<file path="src/enemy_pkg.sv">
// **************************************************
// enemy package
// widths, screen and sprite constants and the state
// encodings shared by the enemy blocks
// **************************************************

package enemy_pkg;

  // meaningful widths
  typedef logic [10:0] pos_t;    // pixel coordinate or count
  typedef logic [11:0] rgb_t;    // 4 bits each of r, g, b
  typedef logic [3:0]  level_t;  // game level, sets enemy speed

  // visible area
  localparam pos_t SCREEN_W = 11'd800;
  localparam pos_t SCREEN_H = 11'd600;

  // enemy box
  localparam pos_t ENEMY_W  = 11'd32;
  localparam pos_t ENEMY_H  = 11'd24;
  localparam pos_t ENEMY_Y  = 11'd64;  // fixed top row
  localparam pos_t ENEMY_X0 = 11'd16;  // left edge after reset

  // rightmost legal left edge
  localparam pos_t X_MAX = SCREEN_W - ENEMY_W;

  // enemy missile
  localparam pos_t MISSILE_W    = 11'd4;
  localparam pos_t MISSILE_H    = 11'd12;
  localparam pos_t MISSILE_STEP = 11'd4;  // rows per frame

  // centres the missile under the enemy
  localparam pos_t MSL_X_OFS = (ENEMY_W - MISSILE_W) / 2;

  // firing cadence in frames
  localparam int FIRE_PERIOD = 8;
  localparam int FIRE_CNT_W  = $clog2(FIRE_PERIOD);

  // paint colours
  localparam rgb_t ENEMY_RGB   = 12'hF00;  // red
  localparam rgb_t MISSILE_RGB = 12'hFF0;  // yellow

  typedef enum logic {
    MOVE_RIGHT = 1'b0,
    MOVE_LEFT  = 1'b1
  } dir_t;

  typedef enum logic {
    MSL_IDLE = 1'b0,
    MSL_FLY  = 1'b1
  } msl_state_t;

endpackage

</file>
<file path="src/vga_if.sv">
// **************************************************
// vga stream bundle
// timing counts, syncs, blanks and pixel colour
// **************************************************

`timescale 1ns/1ps

interface vga_if import enemy_pkg::*; ();

  pos_t vcount;
  pos_t hcount;
  logic vsync;
  logic hsync;
  logic vblnk;
  logic hblnk;
  rgb_t rgb;

  // driving side
  modport src (output vcount, hcount, vsync, hsync, vblnk, hblnk, rgb);

  // receiving side
  modport snk (input vcount, hcount, vsync, hsync, vblnk, hblnk, rgb);

endinterface

</file>
<file path="src/enemy_ctl.sv">
// **************************************************
// enemy controller
// frame tick from vblnk, sideways motion with bounce
// at both edges, and periodic fire requests
// **************************************************

`timescale 1ns/1ps

module enemy_ctl import enemy_pkg::*; (
  input  logic   pclk,
  input  logic   reset_i,
  input  level_t level_i,
  input  logic   vblnk_i,
  output pos_t   enemy_x_o,
  output logic   frame_tick_o,
  output logic   fire_req_o
);

  logic                  vblnk_d;
  logic [FIRE_CNT_W-1:0] frame_cnt;
  dir_t                  dir;
  pos_t                  x_q;
  pos_t                  step;
  pos_t                  x_right;

  assign step    = pos_t'(level_i) + pos_t'(1);  // level 0 still moves
  assign x_right = x_q + step;

  // vblnk rising edge, tick lands one cycle later
  always_ff @(posedge pclk) begin
    if (reset_i) begin
      vblnk_d      <= 1'b0;
      frame_tick_o <= 1'b0;
    end else begin
      vblnk_d      <= vblnk_i;
      frame_tick_o <= vblnk_i & ~vblnk_d;
    end
  end

  // position and direction, clamp and turn at the edges
  always_ff @(posedge pclk) begin
    if (reset_i) begin
      x_q <= ENEMY_X0;
      dir <= MOVE_RIGHT;
    end else if (frame_tick_o) begin
      case (dir)
        MOVE_RIGHT: begin
          if (x_right > X_MAX) begin
            x_q <= X_MAX;
            dir <= MOVE_LEFT;
          end else begin
            x_q <= x_right;
          end
        end
        MOVE_LEFT: begin
          if (step > x_q) begin  // would cross column 0
            x_q <= '0;
            dir <= MOVE_RIGHT;
          end else begin
            x_q <= x_q - step;
          end
        end
      endcase
    end
  end

  // every FIRE_PERIOD-th tick asks for a shot
  always_ff @(posedge pclk) begin
    if (reset_i) begin
      frame_cnt  <= '0;
      fire_req_o <= 1'b0;
    end else begin
      fire_req_o <= 1'b0;
      if (frame_tick_o) begin
        if (frame_cnt == FIRE_CNT_W'(FIRE_PERIOD - 1)) begin
          frame_cnt  <= '0;
          fire_req_o <= 1'b1;
        end else begin
          frame_cnt <= frame_cnt + 1'b1;
        end
      end
    end
  end

  assign enemy_x_o = x_q;

endmodule

</file>
<file path="src/enemy_missile_ctl.sv">
// **************************************************
// enemy missile controller
// launches from the enemy muzzle on a fire request
// and falls one step per frame off the bottom edge
// **************************************************

`timescale 1ns/1ps

module enemy_missile_ctl import enemy_pkg::*; (
  input  logic pclk,
  input  logic reset_i,
  input  logic frame_tick_i,
  input  logic fire_req_i,
  input  pos_t enemy_x_i,
  input  logic alive_i,
  output pos_t msl_x_o,
  output pos_t msl_y_o,
  output logic msl_on_o
);

  msl_state_t state;
  pos_t       x_q;
  pos_t       y_q;
  pos_t       y_next;
  logic       launch;
  logic       fall;

  assign launch = (state == MSL_IDLE) && fire_req_i && alive_i;
  assign fall   = (state == MSL_FLY) && frame_tick_i;
  assign y_next = y_q + MISSILE_STEP;

  always_ff @(posedge pclk) begin
    if (reset_i) begin
      state <= MSL_IDLE;
    end else begin
      case (state)
        MSL_IDLE: begin
          if (launch) begin
            state <= MSL_FLY;
          end
        end
        MSL_FLY: begin
          // keeps going even if the enemy dies meanwhile
          if (fall && (y_next >= SCREEN_H)) begin
            state <= MSL_IDLE;
          end
        end
      endcase
    end
  end

  // position only matters while flying
  always_ff @(posedge pclk) begin
    if (launch) begin
      x_q <= enemy_x_i + MSL_X_OFS;
      y_q <= ENEMY_Y + ENEMY_H;  // just under the enemy
    end else if (fall) begin
      y_q <= y_next;
    end
  end

  assign msl_x_o  = x_q;
  assign msl_y_o  = y_q;
  assign msl_on_o = (state == MSL_FLY);

endmodule

</file>
<file path="src/enemy_unit.sv">
// **************************************************
// enemy unit
// one enemy with its missile, overlaid onto the
// vga stream in two stages, 2 cycles of latency
// **************************************************

`timescale 1ns/1ps

module enemy_unit import enemy_pkg::*; (
  input  logic   pclk,
  input  logic   reset_i,
  input  level_t level_i,

  input  pos_t   pmsl_x_i,   // player missile point
  input  pos_t   pmsl_y_i,
  input  logic   pmsl_on_i,

  input  pos_t   vcount_i,
  input  pos_t   hcount_i,
  input  logic   vsync_i,
  input  logic   hsync_i,
  input  logic   vblnk_i,
  input  logic   hblnk_i,
  input  rgb_t   rgb_i,

  output pos_t   vcount_o,
  output pos_t   hcount_o,
  output logic   vsync_o,
  output logic   hsync_o,
  output logic   vblnk_o,
  output logic   hblnk_o,
  output rgb_t   rgb_o
);

  vga_if vga_in  ();
  vga_if vga_mid ();  // enemy stage to missile stage
  vga_if vga_out ();

  pos_t enemy_x;
  logic frame_tick;
  logic fire_req;
  logic enemy_alive;
  pos_t msl_x;
  pos_t msl_y;
  logic msl_on;

  assign vga_in.vcount = vcount_i;
  assign vga_in.hcount = hcount_i;
  assign vga_in.vsync  = vsync_i;
  assign vga_in.hsync  = hsync_i;
  assign vga_in.vblnk  = vblnk_i;
  assign vga_in.hblnk  = hblnk_i;
  assign vga_in.rgb    = rgb_i;

  enemy_ctl u_enemy_ctl (
    .pclk         (pclk),
    .reset_i      (reset_i),
    .level_i      (level_i),
    .vblnk_i      (vga_in.vblnk),
    .enemy_x_o    (enemy_x),
    .frame_tick_o (frame_tick),
    .fire_req_o   (fire_req)
  );

  hit_detect u_hit_detect (
    .pclk      (pclk),
    .reset_i   (reset_i),
    .pmsl_x_i  (pmsl_x_i),
    .pmsl_y_i  (pmsl_y_i),
    .pmsl_on_i (pmsl_on_i),
    .enemy_x_i (enemy_x),
    .alive_o   (enemy_alive)
  );

  enemy_missile_ctl u_missile_ctl (
    .pclk         (pclk),
    .reset_i      (reset_i),
    .frame_tick_i (frame_tick),
    .fire_req_i   (fire_req),
    .enemy_x_i    (enemy_x),
    .alive_i      (enemy_alive),
    .msl_x_o      (msl_x),
    .msl_y_o      (msl_y),
    .msl_on_o     (msl_on)
  );

  // enemy first, missile painted on top
  sprite_draw #(
    .SPR_W   (ENEMY_W),
    .SPR_H   (ENEMY_H),
    .SPR_RGB (ENEMY_RGB)
  ) u_draw_enemy (
    .pclk    (pclk),
    .reset_i (reset_i),
    .x_i     (enemy_x),
    .y_i     (ENEMY_Y),
    .on_i    (enemy_alive),
    .vga_in  (vga_in.snk),
    .vga_out (vga_mid.src)
  );

  sprite_draw #(
    .SPR_W   (MISSILE_W),
    .SPR_H   (MISSILE_H),
    .SPR_RGB (MISSILE_RGB)
  ) u_draw_missile (
    .pclk    (pclk),
    .reset_i (reset_i),
    .x_i     (msl_x),
    .y_i     (msl_y),
    .on_i    (msl_on),
    .vga_in  (vga_mid.snk),
    .vga_out (vga_out.src)
  );

  assign vcount_o = vga_out.vcount;
  assign hcount_o = vga_out.hcount;
  assign vsync_o  = vga_out.vsync;
  assign hsync_o  = vga_out.hsync;
  assign vblnk_o  = vga_out.vblnk;
  assign hblnk_o  = vga_out.hblnk;
  assign rgb_o    = vga_out.rgb;

endmodule

</file>
<file path="src/hit_detect.sv">
// **************************************************
// hit detector
// player missile against the enemy box, sticky kill
// **************************************************

`timescale 1ns/1ps

module hit_detect import enemy_pkg::*; (
  input  logic pclk,
  input  logic reset_i,
  input  pos_t pmsl_x_i,
  input  pos_t pmsl_y_i,
  input  logic pmsl_on_i,
  input  pos_t enemy_x_i,
  output logic alive_o
);

  pos_t x_last;
  logic in_x;
  logic in_y;
  logic hit;
  logic alive_q;

  // inclusive right edge
  assign x_last = enemy_x_i + ENEMY_W - pos_t'(1);

  assign in_x = (pmsl_x_i >= enemy_x_i) && (pmsl_x_i <= x_last);
  assign in_y = (pmsl_y_i >= ENEMY_Y) && (pmsl_y_i < ENEMY_Y + ENEMY_H);

  assign hit = pmsl_on_i && in_x && in_y;

  // once dead, stays dead until reset
  always_ff @(posedge pclk) begin
    if (reset_i) begin
      alive_q <= 1'b1;
    end else if (hit) begin
      alive_q <= 1'b0;
    end
  end

  assign alive_o = alive_q;

endmodule

</file>
<file path="src/sprite_draw.sv">
// **************************************************
// sprite overlay stage
// paints a solid rectangle onto the passing vga
// stream, one cycle of latency
// **************************************************

`timescale 1ns/1ps

module sprite_draw import enemy_pkg::*; #(
  parameter pos_t SPR_W   = ENEMY_W,
  parameter pos_t SPR_H   = ENEMY_H,
  parameter rgb_t SPR_RGB = ENEMY_RGB
) (
  input  logic      pclk,
  input  logic      reset_i,
  input  pos_t      x_i,
  input  pos_t      y_i,
  input  logic      on_i,
  vga_if.snk        vga_in,
  vga_if.src        vga_out
);

  logic in_x;
  logic in_y;
  logic paint;

  assign in_x = (vga_in.hcount >= x_i) && (vga_in.hcount < x_i + SPR_W);
  assign in_y = (vga_in.vcount >= y_i) && (vga_in.vcount < y_i + SPR_H);

  // never paint into blanking
  assign paint = on_i && in_x && in_y && !vga_in.hblnk && !vga_in.vblnk;

  always_ff @(posedge pclk) begin
    if (reset_i) begin
      vga_out.vcount <= '0;
      vga_out.hcount <= '0;
      vga_out.vsync  <= 1'b0;
      vga_out.hsync  <= 1'b0;
      vga_out.vblnk  <= 1'b0;
      vga_out.hblnk  <= 1'b0;
      vga_out.rgb    <= '0;
    end else begin
      vga_out.vcount <= vga_in.vcount;
      vga_out.hcount <= vga_in.hcount;
      vga_out.vsync  <= vga_in.vsync;
      vga_out.hsync  <= vga_in.hsync;
      vga_out.vblnk  <= vga_in.vblnk;
      vga_out.hblnk  <= vga_in.hblnk;
      vga_out.rgb    <= paint ? SPR_RGB : vga_in.rgb;
    end
  end

endmodule

</file>
<file path="config.mk">
export PLATFORM = sky130hd
export DESIGN_NAME = enemy_unit
export DESIGN_NICKNAME = d
export VERILOG_FILES = /design/src/enemy_pkg.sv /design/src/vga_if.sv /design/src/enemy_ctl.sv /design/src/enemy_missile_ctl.sv /design/src/enemy_unit.sv /design/src/hit_detect.sv /design/src/sprite_draw.sv
export SDC_FILE = /design/constraint.sdc
export NUM_CORES = 1
export LEC_CHECK = 0
export BUFFER_PORTS_ARGS = -buffer_cell sky130_fd_sc_hd__buf_2
export CORE_MARGIN = 2
export CORE_UTILIZATION = 53
export CTS_BUF_LIST = sky130_fd_sc_hd__clkbuf_16
export DETAILED_ROUTE_END_ITERATION = 10
export PLACE_DENSITY = 0.86
export SETUP_SLACK_MARGIN = 0.3
export SLEW_MARGIN = 20
export SYNTH_ARGS = -nofsm -noshare
export SYNTH_HDL_FRONTEND = slang
export SYNTH_SLANG_ARGS = --single-unit
</file>
<file path="constraint.sdc">
create_clock -name pclk -period 2.8 [get_ports pclk]
set_clock_uncertainty 0.1 [all_clocks]
set_input_delay 0.28 -clock pclk [delete_from_list [all_inputs] [get_ports pclk]]
set_output_delay 0.28 -clock pclk [all_outputs]
set_load 0.01 [all_outputs]
</file>
==> impl_metrics.xml, run 1 <==
<?xml version="1.0" encoding="UTF-8"?>
<metrics>
  <group name="synthesis">
    <metric name="synth_fp_nets" unit="">976</metric>
    <metric name="syn_area_per_cell" unit="sq um">9.00</metric>
    <metric name="synthesis.area" unit="sq um">7280</metric>
    <metric name="synth-seq-cells" unit="">115</metric>
    <metric name="synth_cells" unit="">809</metric>
    <metric name="synth_sequential_area_ratio" unit="%">33.1</metric>
    <metric name="synth-edff-count" unit="">11</metric>
    <metric name="synth_warnings" unit="">0</metric>
    <metric name="async_reset_ff_share" unit="%">0</metric>
    <metric name="yosys.cell_types.count" unit="">78</metric>
    <metric name="dominantRegCellSynth" unit="">dfxtp_1</metric>
  </group>
  <group name="timing">
    <metric name="clock.fmax" unit="MHz">340</metric>
    <metric name="setup_viol_count_final" unit="">9</metric>
    <metric name="period_share" unit="%">105</metric>
    <metric name="slew_headroom" unit="%">47.4</metric>
    <metric name="setup_ws" unit="ns">-0.141</metric>
    <metric name="final-hold-violation-count" unit="">0</metric>
    <metric name="grt_setup_unrepaired" unit="">yes</metric>
    <metric name="worstMarginPinSlew" unit="ns">0.789</metric>
    <metric name="tns" unit="ns">-0.457</metric>
    <metric name="max_slew_violation_total_from_the_final_report" unit="">0</metric>
    <metric name="final.hold.worst_slack" unit="ns">0.0132</metric>
    <metric name="fin_crit" unit="ns">2.94</metric>
  </group>
  <group name="pwr">
    <metric name="vdd_drop_max" unit="V">0.000412</metric>
    <metric name="total_internal_power" unit="mW">3.45</metric>
    <metric name="power-per-cell-area" unit="nW/um^2">485</metric>
    <metric name="switching_power" unit="mW">1.35</metric>
    <metric name="pwr-share-seq" unit="%">37.1</metric>
    <metric name="power_frac_comb" unit="%">20.0</metric>
    <metric name="power_frac_clock" unit="%">42.9</metric>
    <metric name="p_leak" unit="nW">4.29</metric>
    <metric name="netSwitchingFraction" unit="%">28.2</metric>
  </group>
  <group name="layout">
    <metric name="post-route-cell-area" unit="sq um">9900</metric>
    <metric name="mostFrequentLayoutCell" unit="">buf_2</metric>
    <metric name="antennaDiodeCount" unit="">0</metric>
    <metric name="layout-area-overhead-vs-synth" unit="%">35.9</metric>
    <metric name="drive_above_1_share" unit="%">31.8</metric>
    <metric name="num-fill-cells" unit="">885</metric>
    <metric name="top_library_cells_by_usage_in_the_layout_fill_and_taps_aside" unit="">buf_2 (101), dfxtp_1 (96), ha_1 (86)</metric>
    <metric name="total_area_of_sequential_cells" unit="sq um">2430</metric>
    <metric name="final_nets" unit="">1172</metric>
    <metric name="multi_input_gate_area_in_the_final_layout" unit="sq um">5000</metric>
  </group>
  <group name="outcome">
    <metric name="failed_checks" unit="">setup timing</metric>
    <metric name="status" unit="">finished, violations left</metric>
  </group>
  <group name="global_routing">
    <metric name="number_of_antenna_violations_at_the_first_check_in_global_routing" unit="">0</metric>
    <metric name="grt_first_pass_wirelength" unit="um">32300</metric>
    <metric name="first_global_vias" unit="">6868</metric>
    <metric name="grt_residual_overflow" unit="">0</metric>
    <metric name="globalRouteTotalUtil" unit="%">28.0</metric>
    <metric name="grt_start_max_net_pins" unit="">72</metric>
  </group>
  <group name="floorplanning">
    <metric name="die_y" unit="um">121</metric>
    <metric name="rows" unit="">42</metric>
    <metric name="floorplan.io_pins" unit="">105</metric>
    <metric name="effective_utilization_at_floorplan" unit="%">54.5</metric>
    <metric name="die_x_extent" unit="um">121</metric>
    <metric name="die_area" unit="sq um">14700</metric>
    <metric name="area_of_the_core_region" unit="sq um">13300</metric>
  </group>
  <group name="placed_design">
    <metric name="port_buffers" unit="">101</metric>
    <metric name="finalWeightedCongestion" unit="">0.964</metric>
    <metric name="post-dp-hpwl" unit="um">14400</metric>
    <metric name="place_area" unit="sq um">8510</metric>
    <metric name="place_worst_setup_slack" unit="ns">-0.234</metric>
  </group>
  <group name="clock_tree">
    <metric name="clk_path_buf_depth" unit="">2</metric>
    <metric name="cts_tree" unit="">built</metric>
    <metric name="clock-root-buffer" unit="">clkbuf_16</metric>
    <metric name="h-tree-depth" unit="">4</metric>
    <metric name="cts_buffers" unit="">17</metric>
    <metric name="clk_latency" unit="ns">0.42</metric>
    <metric name="cts.sinks" unit="">115</metric>
    <metric name="clk_pin_slew" unit="ns">0.06</metric>
  </group>
  <group name="routing">
    <metric name="drt-wirelength-per-cell" unit="um">18.3</metric>
    <metric name="postRouteWirelength" unit="um">21800</metric>
    <metric name="drc_errors" unit="">0</metric>
    <metric name="routed-via-count" unit="">7176</metric>
    <metric name="router_iterations_before_antenna_repair" unit="">5</metric>
    <metric name="drt-vias-per-instance" unit="">6.01</metric>
    <metric name="route.antenna.remaining_nets" unit="">0</metric>
    <metric name="first_iter_violations" unit="">585</metric>
  </group>
  <group name="setup_path">
    <metric name="path_cells" unit="">inv_2, nor4_4, nand4_1, xnor2_1, ha_1, a211oi_2, nand3_1, a221oi_2, nand4b_1, buf_6, a221oi_1</metric>
    <metric name="critical_path_buf_inv_count" unit="">2</metric>
    <metric name="required" unit="ns">3.01</metric>
    <metric name="timing.critical_path.slowest_stage_cell" unit="">edfxtp_1</metric>
    <metric name="cp_max_fo" unit="">12</metric>
    <metric name="crit_path_kind" unit="">flop to flop</metric>
    <metric name="rr_startpoint" unit="">u_missile_ctl.msl_x_o[4]$_DFFE_PP_</metric>
    <metric name="critPathLaunchType" unit="">flop</metric>
    <metric name="crit_start" unit="">u_missile_ctl.msl_x_o[4]$_DFFE_PP_</metric>
    <metric name="slowest_delay" unit="ns">0.36</metric>
    <metric name="endpoint_kind" unit="">flop</metric>
    <metric name="timing.critical_path.max_delay_family" unit="">compound AO/OA/AOI/OAI gates</metric>
    <metric name="timing.critical_path.arrival" unit="ns">3.15</metric>
  </group>
  <group name="worst_hold_path">
    <metric name="min-delay-path-class" unit="">input pin to flop</metric>
    <metric name="worst_hold_startpoint" unit="">vcount_i[10]</metric>
  </group>
  <group name="flow_run">
    <metric name="maxCapViolCount" unit="">0</metric>
  </group>
</metrics>
-- flip-flops by register name, summed over array words and instances, names as in the netlist, 3 cells and up --
| name | flops |
|---|---|
| u_draw_missile.vga_out.hcount | 11 |
| u_draw_enemy.vga_out.rgb | 12 |
| u_missile_ctl.msl_y_o | 9 |
| u_draw_enemy.vga_out.vcount | 11 |
| u_draw_missile.vga_out.vcount | 11 |
| u_enemy_ctl.frame_cnt | 3 |
| u_enemy_ctl.enemy_x_o | 11 |
| u_draw_enemy.vga_out.hcount | 11 |
| u_draw_missile.vga_out.rgb | 12 |
| u_missile_ctl.msl_x_o | 11 |
-- synthesized netlist by cell type, drive strengths merged, types with 7 or more instances --
master  instances  area share, %
dfxtp         104             29
ha             98             17
nor2b          59            5.1
inv            56            2.9
nor2           55            2.8
a21oi          54            3.7
o21ai          38            2.6
nand2          37            1.9
xnor2          36            4.3
nor3           23            1.7
clkbuf         19           0.98
nand3          19            1.5
buf            15            1.4
a21o           13            1.3
nand4          12            1.0
a221oi         11            1.4
edfxtp         11            4.5
nand2b         11           0.95
o21a           11            1.1
nor4            9           0.86
o211ai          8           0.89
and3            7           0.60
-- repair_timing --
item                                    CTS  global route
pin swaps                                36            24
endpoints found under the setup margin   37            38
cloned                                    0             0
hold buffers                             15             0
gates resized for setup                  61            52
setup buffers                             9            15
hold endpoints to repair                 15             0
-- layout make-up --
type                       instances  area share [%]
clock buffer                      18            4.55
multi-input combinational        602            50.6
timing repair buffer             211            14.7
clock inverter                    14            1.14
tap                              176            2.23
sequential                       115            24.6
inverter                          58            2.30
-- power by group through the flow --
stage          Sequential [mW]  Combinational [mW]  Clock (mW)
2_1_floorplan             1.81               0.499           0
3_3_place_gp              1.81               0.766           0
3_5_place_dp              1.81               0.792           0
4_1_cts                   1.78               0.874        2.07
5_1_grt                   1.79                1.04        2.14
6_report                  1.78               0.961        2.06
-- kinds of logic after synthesis --
group / count (synthesis) / share of synthesized area (%)
compound gates: 205 / 20.2
xor+xnor: 42 / 5.05
fa+ha+maj: 100 / 17.4
buf+inv: 92 / 5.33
flops: 115 / 33.1
mux: 2 / 0.275
simple gates: 253 / 18.6
-- path summary, 6_finish.rpt --
check             cells after the start                                    endpoint  slack [ns]
setup / recovery                     11    u_draw_missile.vga_out.rgb[5]$_SDFF_PP0_       -0.14
setup reg to reg                     11    u_draw_missile.vga_out.rgb[5]$_SDFF_PP0_       -0.14
hold reg to reg                       1    u_draw_missile.vga_out.rgb[2]$_SDFF_PP0_        0.34
hold / removal                        2  u_draw_enemy.vga_out.vcount[10]$_SDFF_PP0_        0.01
-- through the flow --
step | cells | total power [mW] | util (%)
2_1_floorplan | 809 | 2.31 | -
6_report | 1194 | 4.80 | 74.1
3_5_place_dp | 1123 | 2.60 | 63.7
3_3_place_gp | 1123 | 2.57 | 63.7
5_1_grt | 1194 | 4.96 | 74.1
4_1_cts | 1179 | 4.72 | 71.7
-- layer usage --
layer  GRT usage, %  part of all wire, %
met1           32.5                   39
met2           47.1                   49
met3           6.20                  7.6
met4           17.2                  4.6
met5              0                    0
Note: power is estimated with default switching activity, not from simulation.
==> run 2, diff against run 1 <==
--- a/config.mk
+++ b/config.mk
@@ -16,3 +16,4 @@
 export SYNTH_ARGS = -nofsm -noshare
 export SYNTH_HDL_FRONTEND = slang
 export SYNTH_SLANG_ARGS = --single-unit
+export TNS_END_PERCENT = 30
==> impl_metrics.xml, run 2 (synthesized netlist as in run 1, its figures left out) <==
<?xml version="1.0" encoding="UTF-8"?>
<metrics>
  <group name="outcome">
    <metric name="status" unit="">finished, violations left</metric>
    <metric name="failed_checks" unit="">setup timing</metric>
  </group>
  <group name="placed_design">
    <metric name="port_buffers" unit="">101</metric>
    <metric name="place_worst_setup_slack" unit="ns">-0.276</metric>
    <metric name="finalWeightedCongestion" unit="">0.934</metric>
    <metric name="post-dp-hpwl" unit="um">14300</metric>
  </group>
  <group name="routing">
    <metric name="route.antenna.remaining_nets" unit="">0</metric>
    <metric name="drt-vias-per-instance" unit="">5.79</metric>
    <metric name="drc_errors" unit="">0</metric>
    <metric name="first_iter_violations" unit="">479</metric>
    <metric name="router_iterations_before_antenna_repair" unit="">5</metric>
    <metric name="routed-via-count" unit="">6927</metric>
    <metric name="postRouteWirelength" unit="um">20600</metric>
    <metric name="drt-wirelength-per-cell" unit="um">17.2</metric>
  </group>
  <group name="timing">
    <metric name="worstMarginPinSlew" unit="ns">0.733</metric>
    <metric name="setup_ws" unit="ns">-0.128</metric>
    <metric name="period_share" unit="%">105</metric>
    <metric name="clock.fmax" unit="MHz">342</metric>
    <metric name="grt_setup_unrepaired" unit="">yes</metric>
    <metric name="setup_viol_count_final" unit="">12</metric>
    <metric name="max_slew_violation_total_from_the_final_report" unit="">0</metric>
    <metric name="fin_crit" unit="ns">2.93</metric>
    <metric name="slew_headroom" unit="%">51.1</metric>
    <metric name="final-hold-violation-count" unit="">0</metric>
  </group>
  <group name="setup_path">
    <metric name="endpoint_kind" unit="">flop</metric>
    <metric name="rrSetupSlack" unit="ns">-0.13</metric>
    <metric name="crit_path_kind" unit="">flop to flop</metric>
    <metric name="critPathLaunchType" unit="">flop</metric>
    <metric name="required" unit="ns">3.02</metric>
    <metric name="cp_max_fo" unit="">12</metric>
    <metric name="timing.critical_path.arrival" unit="ns">3.15</metric>
  </group>
  <group name="worst_hold_path">
    <metric name="min-delay-path-class" unit="">input pin to flop</metric>
  </group>
  <group name="layout">
    <metric name="reg_top3" unit="">u_draw_enemy.vga_out.rgb: 12 flops, u_draw_missile.vga_out.rgb: 12 flops</metric>
    <metric name="top_library_cells_by_usage_in_the_layout_fill_and_taps_aside" unit="">buf_2 (101), dfxtp_1 (97), ha_1 (90)</metric>
    <metric name="antennaDiodeCount" unit="">0</metric>
    <metric name="drive_above_1_share" unit="%">30.2</metric>
    <metric name="final_nets" unit="">1174</metric>
    <metric name="mostFrequentLayoutCell" unit="">buf_2</metric>
    <metric name="layout-area-overhead-vs-synth" unit="%">35.3</metric>
  </group>
  <group name="clock_tree">
    <metric name="cts_buffers" unit="">17</metric>
    <metric name="cts_tree" unit="">built</metric>
    <metric name="clock-root-buffer" unit="">clkbuf_16</metric>
    <metric name="clk_path_buf_depth" unit="">2</metric>
    <metric name="h-tree-depth" unit="">4</metric>
    <metric name="cts_setup_buffers" unit="">0</metric>
    <metric name="clk_latency" unit="ns">0.42</metric>
    <metric name="clk_pin_slew" unit="ns">0.05</metric>
    <metric name="cts.sinks" unit="">115</metric>
  </group>
  <group name="floorplanning">
    <metric name="floorplan.io_pins" unit="">105</metric>
    <metric name="area_of_the_core_region" unit="sq um">13300</metric>
    <metric name="die_y" unit="um">121</metric>
    <metric name="die_area" unit="sq um">14700</metric>
    <metric name="die_x_extent" unit="um">121</metric>
    <metric name="effective_utilization_at_floorplan" unit="%">54.5</metric>
    <metric name="rows" unit="">42</metric>
  </group>
  <group name="global_routing">
    <metric name="first_global_vias" unit="">6871</metric>
    <metric name="number_of_antenna_violations_at_the_first_check_in_global_routing" unit="">0</metric>
    <metric name="grt_start_max_net_pins" unit="">67</metric>
    <metric name="grt_first_pass_wirelength" unit="um">32800</metric>
    <metric name="globalRouteTotalUtil" unit="%">28.3</metric>
    <metric name="grt_residual_overflow" unit="">0</metric>
  </group>
  <group name="pwr">
    <metric name="power-per-cell-area" unit="nW/um^2">502</metric>
    <metric name="power" unit="mW">4.94</metric>
    <metric name="vdd_drop_max" unit="V">0.000482</metric>
    <metric name="p_leak" unit="nW">4.29</metric>
  </group>
  <group name="flow_run">
    <metric name="maxCapViolCount" unit="">0</metric>
  </group>
</metrics>
-- run 2: path summary, 6_finish.rpt --
path / start / endpoint / depth (start not counted)
setup / recovery: u_missile_ctl.msl_x_o[5]$_DFFE_PP_ / u_draw_missile.vga_out.rgb[7]$_SDFF_PP0_ / 12
hold / removal: vcount_i[4] / u_draw_enemy.vga_out.vcount[4]$_SDFF_PP0_ / 2
setup reg to reg: u_missile_ctl.msl_x_o[5]$_DFFE_PP_ / u_draw_missile.vga_out.rgb[7]$_SDFF_PP0_ / 12
hold reg to reg: u_draw_enemy.vga_out.rgb[3]$_SDFF_PP0_ / u_draw_missile.vga_out.rgb[3]$_SDFF_PP0_ / 1
-- run 2: metrics by stage --
stage          utilization [%]  instance area, sq um  std cells  setup TNS (ns)  hold WS (ns)
6_report                  73.8                  9850       1196           -1.04        0.0250
5_1_grt                   73.8                  9850       1196           -2.70        0.0218
4_1_cts                   72.3                  9660       1196          -0.374       0.00749
3_5_place_dp              64.2                  8570       1143           -4.29         0.330
3_3_place_gp              64.2                  8570       1143           -1.53         0.318
2_1_floorplan                -                  7330        809               0         0.305
-- run 2: repair_timing --
action,in CTS,in global routing
endpoints found under the hold margin,21,0
setup endpoints to repair,37,37
gates resized for setup,57,40
pin swaps,26,22
hold buffers,21,0
-- run 2: layout make-up --
cell class	count	area [sq um]
Tap cell	176	220
Timing Repair Buffer	213	1440
Inverter	58	228
Multi-Input combinational cell	602	4920
Fill cell	924	3500
Clock buffer	19	475
Clock inverter	13	144
Sequential cell	115	2430
-- run 2: worst max-delay path, cell delays in order, from the launching register on --
cell and delay, ns:
edfxtp_1 0.37, inv_2 0.07, nor4_4 0.25, buf_4 0.16, nand4_1 0.14, xnor2_2 0.17
ha_1 0.33, a211oi_2 0.25, nand3_1 0.13, a221oi_2 0.20, nand4b_1 0.17, buf_6 0.20
a221oi_4 0.29
-- run 2: power by group --
part	leakage [nW]	total (mW)	internal, mW	switching, mW
Clock	0.301	2.24	1.42	0.817
Combinational	3.02	0.928	0.442	0.486
Sequential	0.967	1.77	1.73	0.0456
-- run 2: layer usage --
| metal | track usage, % | vias up | share of wire, % |
|---|---|---|---|
| met2 | 48.3 | 300 | 49 |
| met1 | 34.1 | 3246 | 41 |
| met3 | 6.39 | 66 | 6.6 |
| li1 | - | 3315 | - |
| met4 | 12.1 | 0 | 3.4 |
| met5 | 0 | - | 0 |
